`config.mk`:
```
export PLATFORM = sky130hd
export DESIGN_NAME = qeciphy_top
export DESIGN_NICKNAME = d
export VERILOG_FILES = /design/src/hw/qeciphy_status_pkg.sv /design/src/hw/qeciphy_lane_pkg.sv /design/src/hw/qeciphy_top.sv /design/src/hw/qeciphy_error_handler.sv /design/src/hw/qeciphy_link_controller.sv /design/src/hw/qeciphy_rx_decoder.sv /design/src/hw/qeciphy_tx_encoder.sv /design/src/hw/qeciphy_word_fifo.sv
export SDC_FILE = /design/constraint.sdc
export NUM_CORES = 2
export LEC_CHECK = 0
export BUFFER_PORTS_ARGS = -buffer_cell sky130_fd_sc_hd__buf_2
export CORE_ASPECT_RATIO = 0.9
export CORE_MARGIN = 3
export CORE_UTILIZATION = 62
export DETAILED_ROUTE_END_ITERATION = 16
export PLACE_DENSITY = 0.84
export SETUP_SLACK_MARGIN = 0.2
export SLEW_MARGIN = 20
export SYNTH_ARGS = -nofsm -noshare
export SYNTH_HDL_FRONTEND = slang
export SYNTH_SLANG_ARGS = --single-unit
```
`constraint.sdc`:
```
create_clock -name aclk -period 6.2 [get_ports aclk]
set_clock_uncertainty 0.1 [all_clocks]
set_input_delay 0.62 -clock aclk [delete_from_list [all_inputs] [get_ports aclk]]
set_output_delay 0.62 -clock aclk [all_outputs]
set_load 0.01 [all_outputs]
```
`src/hw/qeciphy_status_pkg.sv`:
```
// ====================
// Link status codes and error codes
// ====================
package qeciphy_status_pkg;

   localparam int STATUS_W = 4;

   localparam logic [STATUS_W-1:0] ST_RESET       = 4'd0;
   localparam logic [STATUS_W-1:0] ST_WAIT_LOCK   = 4'd1; // Hunting for FAW
   localparam logic [STATUS_W-1:0] ST_WAIT_REMOTE = 4'd2; // Waiting for far end
   localparam logic [STATUS_W-1:0] ST_LINK_UP     = 4'd3;
   localparam logic [STATUS_W-1:0] ST_FAULT       = 4'd4; // Left only by reset

   localparam int ECODE_W = 4;

   localparam logic [ECODE_W-1:0] EC_NONE        = 4'd0;
   localparam logic [ECODE_W-1:0] EC_FAW_LOST    = 4'd1; // Lowest code wins
   localparam logic [ECODE_W-1:0] EC_CRC         = 4'd2;
   localparam logic [ECODE_W-1:0] EC_RX_OVERFLOW = 4'd3;

endpackage

```
`src/hw/qeciphy_lane_pkg.sv`:
```
// ====================
// Lane framing constants for the PHY link layer
// Header codes, FAW, IDLE and CRC marks, frame slots
// CRC-16 update function over one payload word
// ====================
package qeciphy_lane_pkg;

   localparam int WORD_W = 64;                 // User and payload width
   localparam int HDR_W  = 2;                  // Sync header
   localparam int LANE_W = WORD_W + HDR_W;     // Full lane word

   localparam logic [HDR_W-1:0]  HDR_DATA  = 2'b01;                  // User payload
   localparam logic [HDR_W-1:0]  HDR_CTRL  = 2'b10;                  // FAW, IDLE, CRC
   localparam logic [WORD_W-1:0] FAW_MARK  = 64'hF0F0_CAFE_5A5A_3C3C; // Bit 0 is RX-ready flag
   localparam logic [WORD_W-1:0] IDLE_WORD = 64'h0707_0707_0707_0707;
   localparam logic [WORD_W-1:0] CRC_MARK  = 64'hC3C3_C3C3_C3C3_0000; // Low bits hold CRC

   localparam int FRAME_LEN  = 8;              // Words per frame
   localparam int SLOT_W     = 3;              // Slot counter width
   localparam int SLOT_FIRST = 1;
   localparam int SLOT_LAST  = 6;
   localparam int CRC_SLOT   = 7;

   localparam int                CRC_W    = 16;
   localparam logic [CRC_W-1:0]  CRC_POLY = 16'h1021; // CCITT polynomial
   localparam logic [CRC_W-1:0]  CRC_INIT = 16'hFFFF;

   localparam int LOCK_FAWS = 3;               // Well-spaced FAWs for lock
   localparam int FIFO_AW   = 5;               // Depth of 32

   // Bitwise fold, MSB first
   function automatic logic [CRC_W-1:0] crc_update(input logic [CRC_W-1:0]  crc,
                                                   input logic [WORD_W-1:0] data);
      logic [CRC_W-1:0] c;
      logic             fb;
      c = crc;
      for (int i = WORD_W - 1; i >= 0; i--) begin
         fb = c[CRC_W-1] ^ data[i];               // Feedback bit
         c  = {c[CRC_W-2:0], 1'b0};
         if (fb) c = c ^ CRC_POLY;
      end
      return c;
   endfunction

endpackage
```
`src/hw/qeciphy_top.sv`:
```
// ====================
// PHY link layer top
// TX and RX word FIFOs, encoder, decoder
// Link controller, error handler, stream glue
// ====================
`timescale 1ns/1ns

module qeciphy_top (
   input  logic                                    aclk,
   input  logic                                    reset_i,
   input  logic [qeciphy_lane_pkg::WORD_W-1:0]     tx_tdata_i,
   input  logic                                    tx_tvalid_i,
   output logic                                    tx_tready_o,
   output logic [qeciphy_lane_pkg::WORD_W-1:0]     rx_tdata_o,
   output logic                                    rx_tvalid_o,
   input  logic                                    rx_tready_i,
   output logic [qeciphy_status_pkg::STATUS_W-1:0] status_o,
   output logic [qeciphy_status_pkg::ECODE_W-1:0]  ecode_o,
   output logic                                    link_ready_o,
   output logic                                    fault_fatal_o,
   output logic [qeciphy_lane_pkg::LANE_W-1:0]     lane_tx_o,
   input  logic [qeciphy_lane_pkg::LANE_W-1:0]     lane_rx_i
);

   logic [qeciphy_lane_pkg::WORD_W-1:0] tx_fifo_data, dec_data;
   logic tx_full, tx_empty, enc_pop;
   logic rx_empty, rx_overflow, dec_valid;
   logic locked, rx_ready, remote_ready, faw_err, crc_err;
   logic link_enable, data_enable, rx_enable;

   // ====================
   // Stream glue
   // ====================
   assign tx_tready_o = !tx_full && data_enable;      // Room and link up
   assign rx_tvalid_o = !rx_empty && link_ready_o;

   qeciphy_word_fifo u_tx_fifo (
      .aclk(aclk), .reset_i(reset_i), .wr_en_i(tx_tvalid_i && tx_tready_o),
      .wr_data_i(tx_tdata_i), .rd_en_i(enc_pop), .rd_data_o(tx_fifo_data),
      .full_o(tx_full), .empty_o(tx_empty), .overflow_o());   // Gated writes never overflow

   qeciphy_tx_encoder u_tx_encoder (
      .aclk(aclk), .reset_i(reset_i), .fifo_data_i(tx_fifo_data), .fifo_empty_i(tx_empty),
      .link_enable_i(link_enable), .data_enable_i(data_enable), .rx_ready_i(rx_ready),
      .fifo_pop_o(enc_pop), .lane_o(lane_tx_o));

   qeciphy_rx_decoder u_rx_decoder (
      .aclk(aclk), .reset_i(reset_i), .lane_i(lane_rx_i), .enable_i(rx_enable),
      .data_o(dec_data), .data_valid_o(dec_valid), .locked_o(locked), .rx_ready_o(rx_ready),
      .remote_ready_o(remote_ready), .faw_err_o(faw_err), .crc_err_o(crc_err));

   qeciphy_word_fifo u_rx_fifo (
      .aclk(aclk), .reset_i(reset_i), .wr_en_i(dec_valid), .wr_data_i(dec_data),
      .rd_en_i(rx_tvalid_o && rx_tready_i), .rd_data_o(rx_tdata_o),
      .full_o(), .empty_o(rx_empty), .overflow_o(rx_overflow));

   qeciphy_link_controller u_link_controller (
      .aclk(aclk), .reset_i(reset_i), .locked_i(locked), .rx_ready_i(rx_ready),
      .remote_ready_i(remote_ready), .fault_fatal_i(fault_fatal_o), .status_o(status_o),
      .link_ready_o(link_ready_o), .link_enable_o(link_enable),
      .data_enable_o(data_enable), .rx_enable_o(rx_enable));

   qeciphy_error_handler u_error_handler (
      .aclk(aclk), .reset_i(reset_i), .faw_err_i(faw_err), .crc_err_i(crc_err),
      .rx_overflow_i(rx_overflow), .fault_fatal_o(fault_fatal_o), .ecode_o(ecode_o));

endmodule

```
`src/hw/qeciphy_error_handler.sv`:
```
// ====================
// First-error latch and fatal flag
// ====================
`timescale 1ns/1ns

module qeciphy_error_handler (
   input  logic                                   aclk,
   input  logic                                   reset_i,
   input  logic                                   faw_err_i,
   input  logic                                   crc_err_i,
   input  logic                                   rx_overflow_i,
   output logic                                   fault_fatal_o,
   output logic [qeciphy_status_pkg::ECODE_W-1:0] ecode_o
);

   always_ff @(posedge aclk) begin
      if (reset_i) begin
         fault_fatal_o <= 1'b0;
         ecode_o       <= qeciphy_status_pkg::EC_NONE;
      end else if (!fault_fatal_o) begin             // Only the first one counts
         fault_fatal_o <= faw_err_i || crc_err_i || rx_overflow_i;
         if (faw_err_i)          ecode_o <= qeciphy_status_pkg::EC_FAW_LOST;
         else if (crc_err_i)     ecode_o <= qeciphy_status_pkg::EC_CRC;
         else if (rx_overflow_i) ecode_o <= qeciphy_status_pkg::EC_RX_OVERFLOW;
      end
   end

   a_code_frozen : assert property (@(posedge aclk) disable iff (reset_i)
      fault_fatal_o |=> $stable(ecode_o));

endmodule

```
`src/hw/qeciphy_link_controller.sv`:
```
// ====================
// Link bring-up FSM
// Status code and datapath enables
// ====================
`timescale 1ns/1ns

module qeciphy_link_controller (
   input  logic                                    aclk,
   input  logic                                    reset_i,
   input  logic                                    locked_i,
   input  logic                                    rx_ready_i,
   input  logic                                    remote_ready_i,
   input  logic                                    fault_fatal_i,
   output logic [qeciphy_status_pkg::STATUS_W-1:0] status_o,
   output logic                                    link_ready_o,
   output logic                                    link_enable_o,
   output logic                                    data_enable_o,
   output logic                                    rx_enable_o
);

   logic [qeciphy_status_pkg::STATUS_W-1:0] state_q;   // State doubles as status
   logic                                    link_up;

   always_ff @(posedge aclk) begin
      if (reset_i) begin
         state_q <= qeciphy_status_pkg::ST_RESET;
      end else if (fault_fatal_i) begin
         state_q <= qeciphy_status_pkg::ST_FAULT;       // Sticky until reset
      end else begin
         case (state_q)
            qeciphy_status_pkg::ST_RESET:       state_q <= qeciphy_status_pkg::ST_WAIT_LOCK;
            qeciphy_status_pkg::ST_WAIT_LOCK:
               if (locked_i && rx_ready_i) state_q <= qeciphy_status_pkg::ST_WAIT_REMOTE;
            qeciphy_status_pkg::ST_WAIT_REMOTE:
               if (remote_ready_i) state_q <= qeciphy_status_pkg::ST_LINK_UP;
            default:                            state_q <= state_q;
         endcase
      end
   end

   assign link_up       = state_q == qeciphy_status_pkg::ST_LINK_UP;
   assign status_o      = state_q;
   assign link_ready_o  = link_up;
   assign data_enable_o = link_up;
   assign link_enable_o = state_q != qeciphy_status_pkg::ST_RESET;  // Kept on in FAULT
   assign rx_enable_o   = (state_q == qeciphy_status_pkg::ST_WAIT_LOCK) ||
                          (state_q == qeciphy_status_pkg::ST_WAIT_REMOTE) || link_up;

endmodule

```
`src/hw/qeciphy_rx_decoder.sv`:
```
// ====================
// RX channel decoder
// FAW hunt and lock, CRC check per frame
// Data word extraction and remote ready flag
// ====================
`timescale 1ns/1ns

module qeciphy_rx_decoder (
   input  logic                                aclk,
   input  logic                                reset_i,
   input  logic [qeciphy_lane_pkg::LANE_W-1:0] lane_i,
   input  logic                                enable_i,
   output logic [qeciphy_lane_pkg::WORD_W-1:0] data_o,
   output logic                                data_valid_o,
   output logic                                locked_o,
   output logic                                rx_ready_o,
   output logic                                remote_ready_o,
   output logic                                faw_err_o,
   output logic                                crc_err_o
);

   logic [qeciphy_lane_pkg::LANE_W-1:0] lane_q;
   logic [qeciphy_lane_pkg::SLOT_W-1:0] slot_q;      // Slot of the word in lane_q
   logic [1:0]                          faw_cnt_q;   // Spaced FAWs seen while hunting
   logic [qeciphy_lane_pkg::CRC_W-1:0]  crc_q;
   logic                                locked_q;
   logic [qeciphy_lane_pkg::HDR_W-1:0]  hdr;
   logic [qeciphy_lane_pkg::WORD_W-1:0] payload;
   logic                                is_faw;
   logic                                crc_ok;

   assign hdr     = lane_q[qeciphy_lane_pkg::LANE_W-1:qeciphy_lane_pkg::WORD_W];
   assign payload = lane_q[qeciphy_lane_pkg::WORD_W-1:0];
   assign is_faw  = (hdr == qeciphy_lane_pkg::HDR_CTRL) &&
                    (payload[63:1] == qeciphy_lane_pkg::FAW_MARK[63:1]);
   assign crc_ok  = (hdr == qeciphy_lane_pkg::HDR_CTRL) &&
                    (payload[63:16] == qeciphy_lane_pkg::CRC_MARK[63:16]) &&
                    (payload[15:0] == crc_q);
   assign locked_o = locked_q;

   always_ff @(posedge aclk) begin
      lane_q <= lane_i;                                 // Input stage
      data_o <= payload;
   end

   always_ff @(posedge aclk) begin
      if (reset_i || !enable_i) begin
         slot_q <= '0; // restart hunt
         faw_cnt_q      <= '0;
         crc_q          <= qeciphy_lane_pkg::CRC_INIT;
         locked_q       <= 1'b0;
         rx_ready_o     <= 1'b0;
         remote_ready_o <= 1'b0;
         data_valid_o   <= 1'b0;
         faw_err_o      <= 1'b0;
         crc_err_o      <= 1'b0;
      end else begin
         slot_q       <= is_faw ? qeciphy_lane_pkg::SLOT_W'(qeciphy_lane_pkg::SLOT_FIRST) :
                         (slot_q == qeciphy_lane_pkg::CRC_SLOT) ? '0 : slot_q + 1'b1;
         data_valid_o <= locked_q && (hdr == qeciphy_lane_pkg::HDR_DATA);
         faw_err_o    <= locked_q && (slot_q == '0) && !is_faw;      // FAW missing
         crc_err_o    <= locked_q && (slot_q == qeciphy_lane_pkg::CRC_SLOT) && !crc_ok;
         if (is_faw) remote_ready_o <= payload[0];                   // Far end RX state
         if (is_faw) crc_q <= qeciphy_lane_pkg::CRC_INIT;
         else if (slot_q >= qeciphy_lane_pkg::SLOT_FIRST && slot_q <= qeciphy_lane_pkg::SLOT_LAST)
            crc_q <= qeciphy_lane_pkg::crc_update(crc_q, payload);
         if (locked_q && slot_q == qeciphy_lane_pkg::CRC_SLOT && crc_ok)
            rx_ready_o <= 1'b1;                                       // First clean frame
         if (!locked_q) begin
            if (is_faw) begin
               if (faw_cnt_q != '0 && slot_q != '0) faw_cnt_q <= 2'd1; // Wrong spacing
               else if (faw_cnt_q == qeciphy_lane_pkg::LOCK_FAWS - 1) locked_q <= 1'b1;
               else faw_cnt_q <= faw_cnt_q + 2'd1;
            end else if (slot_q == '0) begin
               faw_cnt_q <= '0;                                        // Expected FAW absent
            end
         end
      end
   end

   // Nothing reaches the RX FIFO before frame lock
   a_valid_when_locked : assert property (@(posedge aclk) disable iff (reset_i)
      data_valid_o |-> locked_o);

endmodule

```
`src/hw/qeciphy_tx_encoder.sv`:
```
// ====================
// TX channel encoder
// FAW at slot 0, six payload slots, CRC word at slot 7
// Empty slots carry IDLE
// ====================
`timescale 1ns/1ns

module qeciphy_tx_encoder (
   input  logic                                aclk,
   input  logic                                reset_i,
   input  logic [qeciphy_lane_pkg::WORD_W-1:0] fifo_data_i,
   input  logic                                fifo_empty_i,
   input  logic                                link_enable_i,
   input  logic                                data_enable_i,
   input  logic                                rx_ready_i,     // Local RX state to far end
   output logic                                fifo_pop_o,
   output logic [qeciphy_lane_pkg::LANE_W-1:0] lane_o
);

   logic [qeciphy_lane_pkg::SLOT_W-1:0] slot_q;
   logic [qeciphy_lane_pkg::CRC_W-1:0]  crc_q;      // Running CRC over the slots
   logic                                data_slot;

   assign data_slot  = (slot_q >= qeciphy_lane_pkg::SLOT_FIRST) &&
                       (slot_q <= qeciphy_lane_pkg::SLOT_LAST);
   assign fifo_pop_o = link_enable_i && data_enable_i && data_slot && !fifo_empty_i;

   // ====================
   // Slot sequencer
   // ====================
   always_ff @(posedge aclk) begin
      if (reset_i || !link_enable_i) begin                 // Idle and restart the frame
         slot_q <= '0;
         crc_q  <= qeciphy_lane_pkg::CRC_INIT;
         lane_o <= {qeciphy_lane_pkg::HDR_CTRL, qeciphy_lane_pkg::IDLE_WORD};
      end else begin
         slot_q <= (slot_q == qeciphy_lane_pkg::CRC_SLOT) ? '0 : slot_q + 1'b1;
         if (slot_q == '0) begin                           // Alignment word
            lane_o <= {qeciphy_lane_pkg::HDR_CTRL,
                       qeciphy_lane_pkg::FAW_MARK[qeciphy_lane_pkg::WORD_W-1:1],
                       rx_ready_i};
            crc_q  <= qeciphy_lane_pkg::CRC_INIT;
         end else if (slot_q == qeciphy_lane_pkg::CRC_SLOT) begin
            lane_o <= {qeciphy_lane_pkg::HDR_CTRL,
                       qeciphy_lane_pkg::CRC_MARK[qeciphy_lane_pkg::WORD_W-1:
                                                  qeciphy_lane_pkg::CRC_W],
                       crc_q};
         end else if (fifo_pop_o) begin                    // User word
            lane_o <= {qeciphy_lane_pkg::HDR_DATA, fifo_data_i};
            crc_q  <= qeciphy_lane_pkg::crc_update(crc_q, fifo_data_i);
         end else begin                                    // Nothing to send
            lane_o <= {qeciphy_lane_pkg::HDR_CTRL, qeciphy_lane_pkg::IDLE_WORD};
            crc_q  <= qeciphy_lane_pkg::crc_update(crc_q, qeciphy_lane_pkg::IDLE_WORD);
         end
      end
   end

   // No user word leaves while data is disabled
   a_no_data_when_disabled : assert property (@(posedge aclk) disable iff (reset_i)
      !data_enable_i |=> lane_o[qeciphy_lane_pkg::LANE_W-1:qeciphy_lane_pkg::WORD_W] !=
                         qeciphy_lane_pkg::HDR_DATA);

endmodule

```
`src/hw/qeciphy_word_fifo.sv`:
```
// ====================
// Synchronous first-word-fall-through FIFO
// Full, empty and overflow flags
// ====================
`timescale 1ns/1ns

module qeciphy_word_fifo #(
   parameter int ADDR_W = qeciphy_lane_pkg::FIFO_AW
) (
   input  logic                                aclk,
   input  logic                                reset_i,
   input  logic                                wr_en_i,
   input  logic [qeciphy_lane_pkg::WORD_W-1:0] wr_data_i,
   input  logic                                rd_en_i,
   output logic [qeciphy_lane_pkg::WORD_W-1:0] rd_data_o,
   output logic                                full_o,
   output logic                                empty_o,
   output logic                                overflow_o
);

   logic [qeciphy_lane_pkg::WORD_W-1:0] mem [2**ADDR_W];
   logic [ADDR_W:0]                     wr_ptr_q;   // Extra wrap bit
   logic [ADDR_W:0]                     rd_ptr_q;

   assign empty_o    = wr_ptr_q == rd_ptr_q;
   assign full_o     = (wr_ptr_q[ADDR_W] != rd_ptr_q[ADDR_W]) &&
                       (wr_ptr_q[ADDR_W-1:0] == rd_ptr_q[ADDR_W-1:0]);
   assign overflow_o = wr_en_i && full_o;                // Rejected write
   assign rd_data_o  = mem[rd_ptr_q[ADDR_W-1:0]];        // Head word shows at once

   always_ff @(posedge aclk) begin
      if (wr_en_i && !full_o) mem[wr_ptr_q[ADDR_W-1:0]] <= wr_data_i;
   end

   always_ff @(posedge aclk) begin
      if (reset_i) begin
         wr_ptr_q <= '0;
         rd_ptr_q <= '0;
      end else begin
         if (wr_en_i && !full_o) wr_ptr_q <= wr_ptr_q + 1'b1;
         if (rd_en_i && !empty_o) rd_ptr_q <= rd_ptr_q + 1'b1;
      end
   end

   // Callers only pop a word they can see
   a_no_underflow : assert property (@(posedge aclk) disable iff (reset_i)
      rd_en_i |-> !empty_o);

endmodule

```
==> out/summary.txt <==
Clk buf depth - 4
Final worst setup slack - 0.204 ns
RD Place Congestion - 0.934
M1 WL - 159000 µm
Total negative slack - 0 ns
CP max-delay cell - dfxtp_4
Final WL - 524000 µm
Die height - 503 µm
CTS tree - done
Flop pwr share - 36.9%
Max Used Layer - met5
Worst VDD drop - 2640 µV
RSZ-0062 raised after global routing - true
Most common cell after layout, fill and taps aside - edfxtp_1
Antenna-violating nets left - 0
Worst EP required - 6.84 ns
Net switching power figure - 27.9 mW
Most frequent cells in the layout - edfxtp_1 (4096), mux4_2 (1126), clkbuf_16 (419)
EDFF count, synth - 4096
Total global routing overflow - 0
Synth Flop Type - edfxtp_1
Synth area leaders - edfxtp_1 (72%), mux4_2 (15%), dfxtp_1 (3.3%)
Crit path max fanout - 24
Asr flop ratio synth - 0%
Yosys top cell by area - edfxtp_1
Met2 WL post-DR - 247000 µm
Die X-Extent - 558 µm
CTS root buffer - clkbuf_16
DRC Markers - 0
Router iterations before antenna repair - 6
Rel. slew slack - 14.2%
Fin util - 71.1%
Die area - 280000 µm²
Seq cells post-synth - 4378
F_max - 167 MHz
# rows - 181
Cell Area, Synth - 170000 µm²
Final worst-path cycle share - 96.7%
Vias in the first global route - 91700
Slew Limit Fails - 0
DP HPWL - 252000 µm
Port buffer count - 272
Mapped Cells - 7532
WL met3 - 78500 µm
Worst Path Arrival - 6.63 ns
CP Capture Type - flop
Power per Cell Area - 459 nW/µm²
Total clock sinks - 4378
Post-synth top area share - 72.4%
Crit-path cells - buf_16 > buf_4 > buf_16 > mux2i_1 > a22oi_2 > a21oi_1 > nor4_2 > buf_4 > xnor2_1 > xnor3_2 > xnor3_2 > xnor3_1 > xnor2_2 > xnor3_2 > xnor2_2 > xor3_1 > xnor3_1 > o21ai_1 > nand2_1
Seq/Total Area, Yosys - 75.7%
DR vias - 91800
Max Cap Viol - 0
Minimum clock period - 6.00 ns
Sw frac - 31.5%
Clk pwr share - 29.3%
Clk slew on worst S/H paths - 0.07 ns
CTS Buf Count - 408
Fillers - 14000
Cell count after placement - 11300
Largest net degree at the start of global routing - 104
Static Leakage - 59.9 nW
Initial antenna violation count - 71
Wire length per cell - 42.9 µm
Via/cell ratio - 7.52
Detailed Route Iter0 Violations - 16700
CP peak stage delay - 0.48 ns
Hold Vio Cnt, Final - 0
Status - completed
First-pass GRT wire length - 721000 µm
Layout cells sized above 1 - 30.6%
Worst slack at placement - 0.0784 ns
Hold Crit Class - input pin to flop
Fin cells - 12200
Core area - 272000 µm²
Skew-Pair Late Insertion Delay - 0.97 ns
WHS - 0.0405 ns
# nets final - 8413
Startpoint Class - flop
Comb pwr share - 33.9%
Top Ports - 276
Starting Density - 62.6%
Htree depth - 5
Int Power - 60.8 mW
Cell variety after synth - 70
Syn_area_per_cell - 22.6 µm²
Synth-to-layout area growth - 13.6%
Most frequent CP cell - xnor3_2
Slew @ Worst Pin - 1.28 ns
Type of the worst setup path - flop to flop
Synth warn - 0
GRT Overall Usage - 37.3%
Final setup fails - 0
-- cells by family after synthesis --
kind of cell	after synthesis	share of synthesized area, %
other cells	1	0.00221
simple gates	458	1.28
xor+xnor	541	3.41
fa+ha+maj	22	0.162
buf+inv	391	1.20
compound gates	276	1.06
mux	1465	17.2
flops	4378	75.7
-- cell usage after synthesis (56+ instances only) --
master,n
xnor2_1,303
mux2_2,76
buf_1,70
edfxtp_1,4096
dfxtp_1,282
mux2i_1,236
mux4_2,1126
xor2_1,154
buf_2,56
a22oi_1,96
a21oi_1,80
nor2_1,184
clkbuf_1,167
nand2_1,118
-- layout make-up --
type                    count  area (µm²)  share of cell area, %
multi-input cells        2765       40000                   20.7
well taps                3568        4460                   2.31
diodes                     39        97.6                 0.0506
inverters                  21        81.3                 0.0421
clock inverters           242        2600                   1.35
flip-flops and latches   4378      129000                   66.7
clock buffers             514       11000                   5.70
repair buffers            683        6090                   3.15
-- state kept, by name, indices dropped and copies added, names as in the netlist, named ones only --
register,count
u_error_handler.ecode_o,2
u_tx_fifo.mem,2048
u_link_controller.status_o,3
u_rx_fifo.wr_ptr_q,6
u_rx_decoder.slot_q,3
u_tx_fifo.rd_ptr_q,6
u_rx_decoder.crc_q,16
u_rx_decoder.crc_err_o,1
u_rx_decoder.faw_cnt_q,2
u_rx_decoder.locked_o,1
u_rx_decoder.remote_ready_o,1
u_error_handler.fault_fatal_o,1
u_rx_decoder.rx_ready_o,1
u_tx_fifo.wr_ptr_q,6
u_tx_encoder.slot_q,3
u_tx_encoder.crc_q,16
u_rx_fifo.rd_ptr_q,6
u_rx_decoder.data_valid_o,1
u_rx_decoder.data_o,64
u_rx_fifo.mem,2048
u_rx_decoder.lane_q,66
u_rx_decoder.faw_err_o,1
u_tx_encoder.lane_o,66
-- critical path, delay by kind of cell, from the launching register on --
family	cells	cell delay [ns]
compound gates	3	0.54
xor+xnor	9	3.23
buf+inv	4	0.86
flops	1	0.48
mux	1	0.38
simple gates	2	0.16
-- power groups by stage --
stage / sequential, mW / clock [mW] / combinational, mW
floorplan: 33.2 / 0 / 22.6
global placement: 33.3 / 0 / 26.3
detailed placement: 33.3 / 0 / 26.3
CTS: 32.7 / 26.0 / 27.2
global route: 32.7 / 27.0 / 28.9
finish: 32.7 / 26.0 / 30.0
-- routing by layer --
| layer | GRT usage, % | vias up |
|---|---|---|
| met5 | 0 | - |
| met4 | 22.4 | 60 |
| met3 | 11.4 | 2319 |
| met2 | 57.9 | 10000 |
| met1 | 46.9 | 46600 |
| li1 | - | 32800 |
-- what timing repair did --
action                                  in CTS  in global routing
hold buffers                                68                  0
resized for setup                           15                 59
gates cloned                                 6                  4
endpoints found under the hold margin       97                  0
pin swaps                                    0                 13
setup buffers                                4                 16
endpoints found under the setup margin      13                 18
-- final timing paths --
path	start	endpoint	slack (ns)	cells after the start
min	tx_tdata_i[44]	u_tx_fifo.mem[13][44]$_DFFE_PP_	0.04	1
max reg2reg	flop	u_tx_encoder.crc_q[8]$_SDFFE_PP1N_	0.20	19
max	flop	u_tx_encoder.crc_q[8]$_SDFFE_PP1N_	0.20	19
min reg2reg	u_rx_decoder.lane_q[17]$_DFF_P_	u_rx_decoder.data_o[17]$_DFF_P_	0.33	0
-- stage by stage --
step | total power [mW] | cell area, µm²
after floorplan | 55.7 | 170000
after global placement | 59.6 | 178000
after detailed placement | 59.5 | 178000
after CTS | 85.8 | 192000
after global routing | 88.6 | 193000
final | 88.7 | 193000
(Power assumes the default switching activity.)
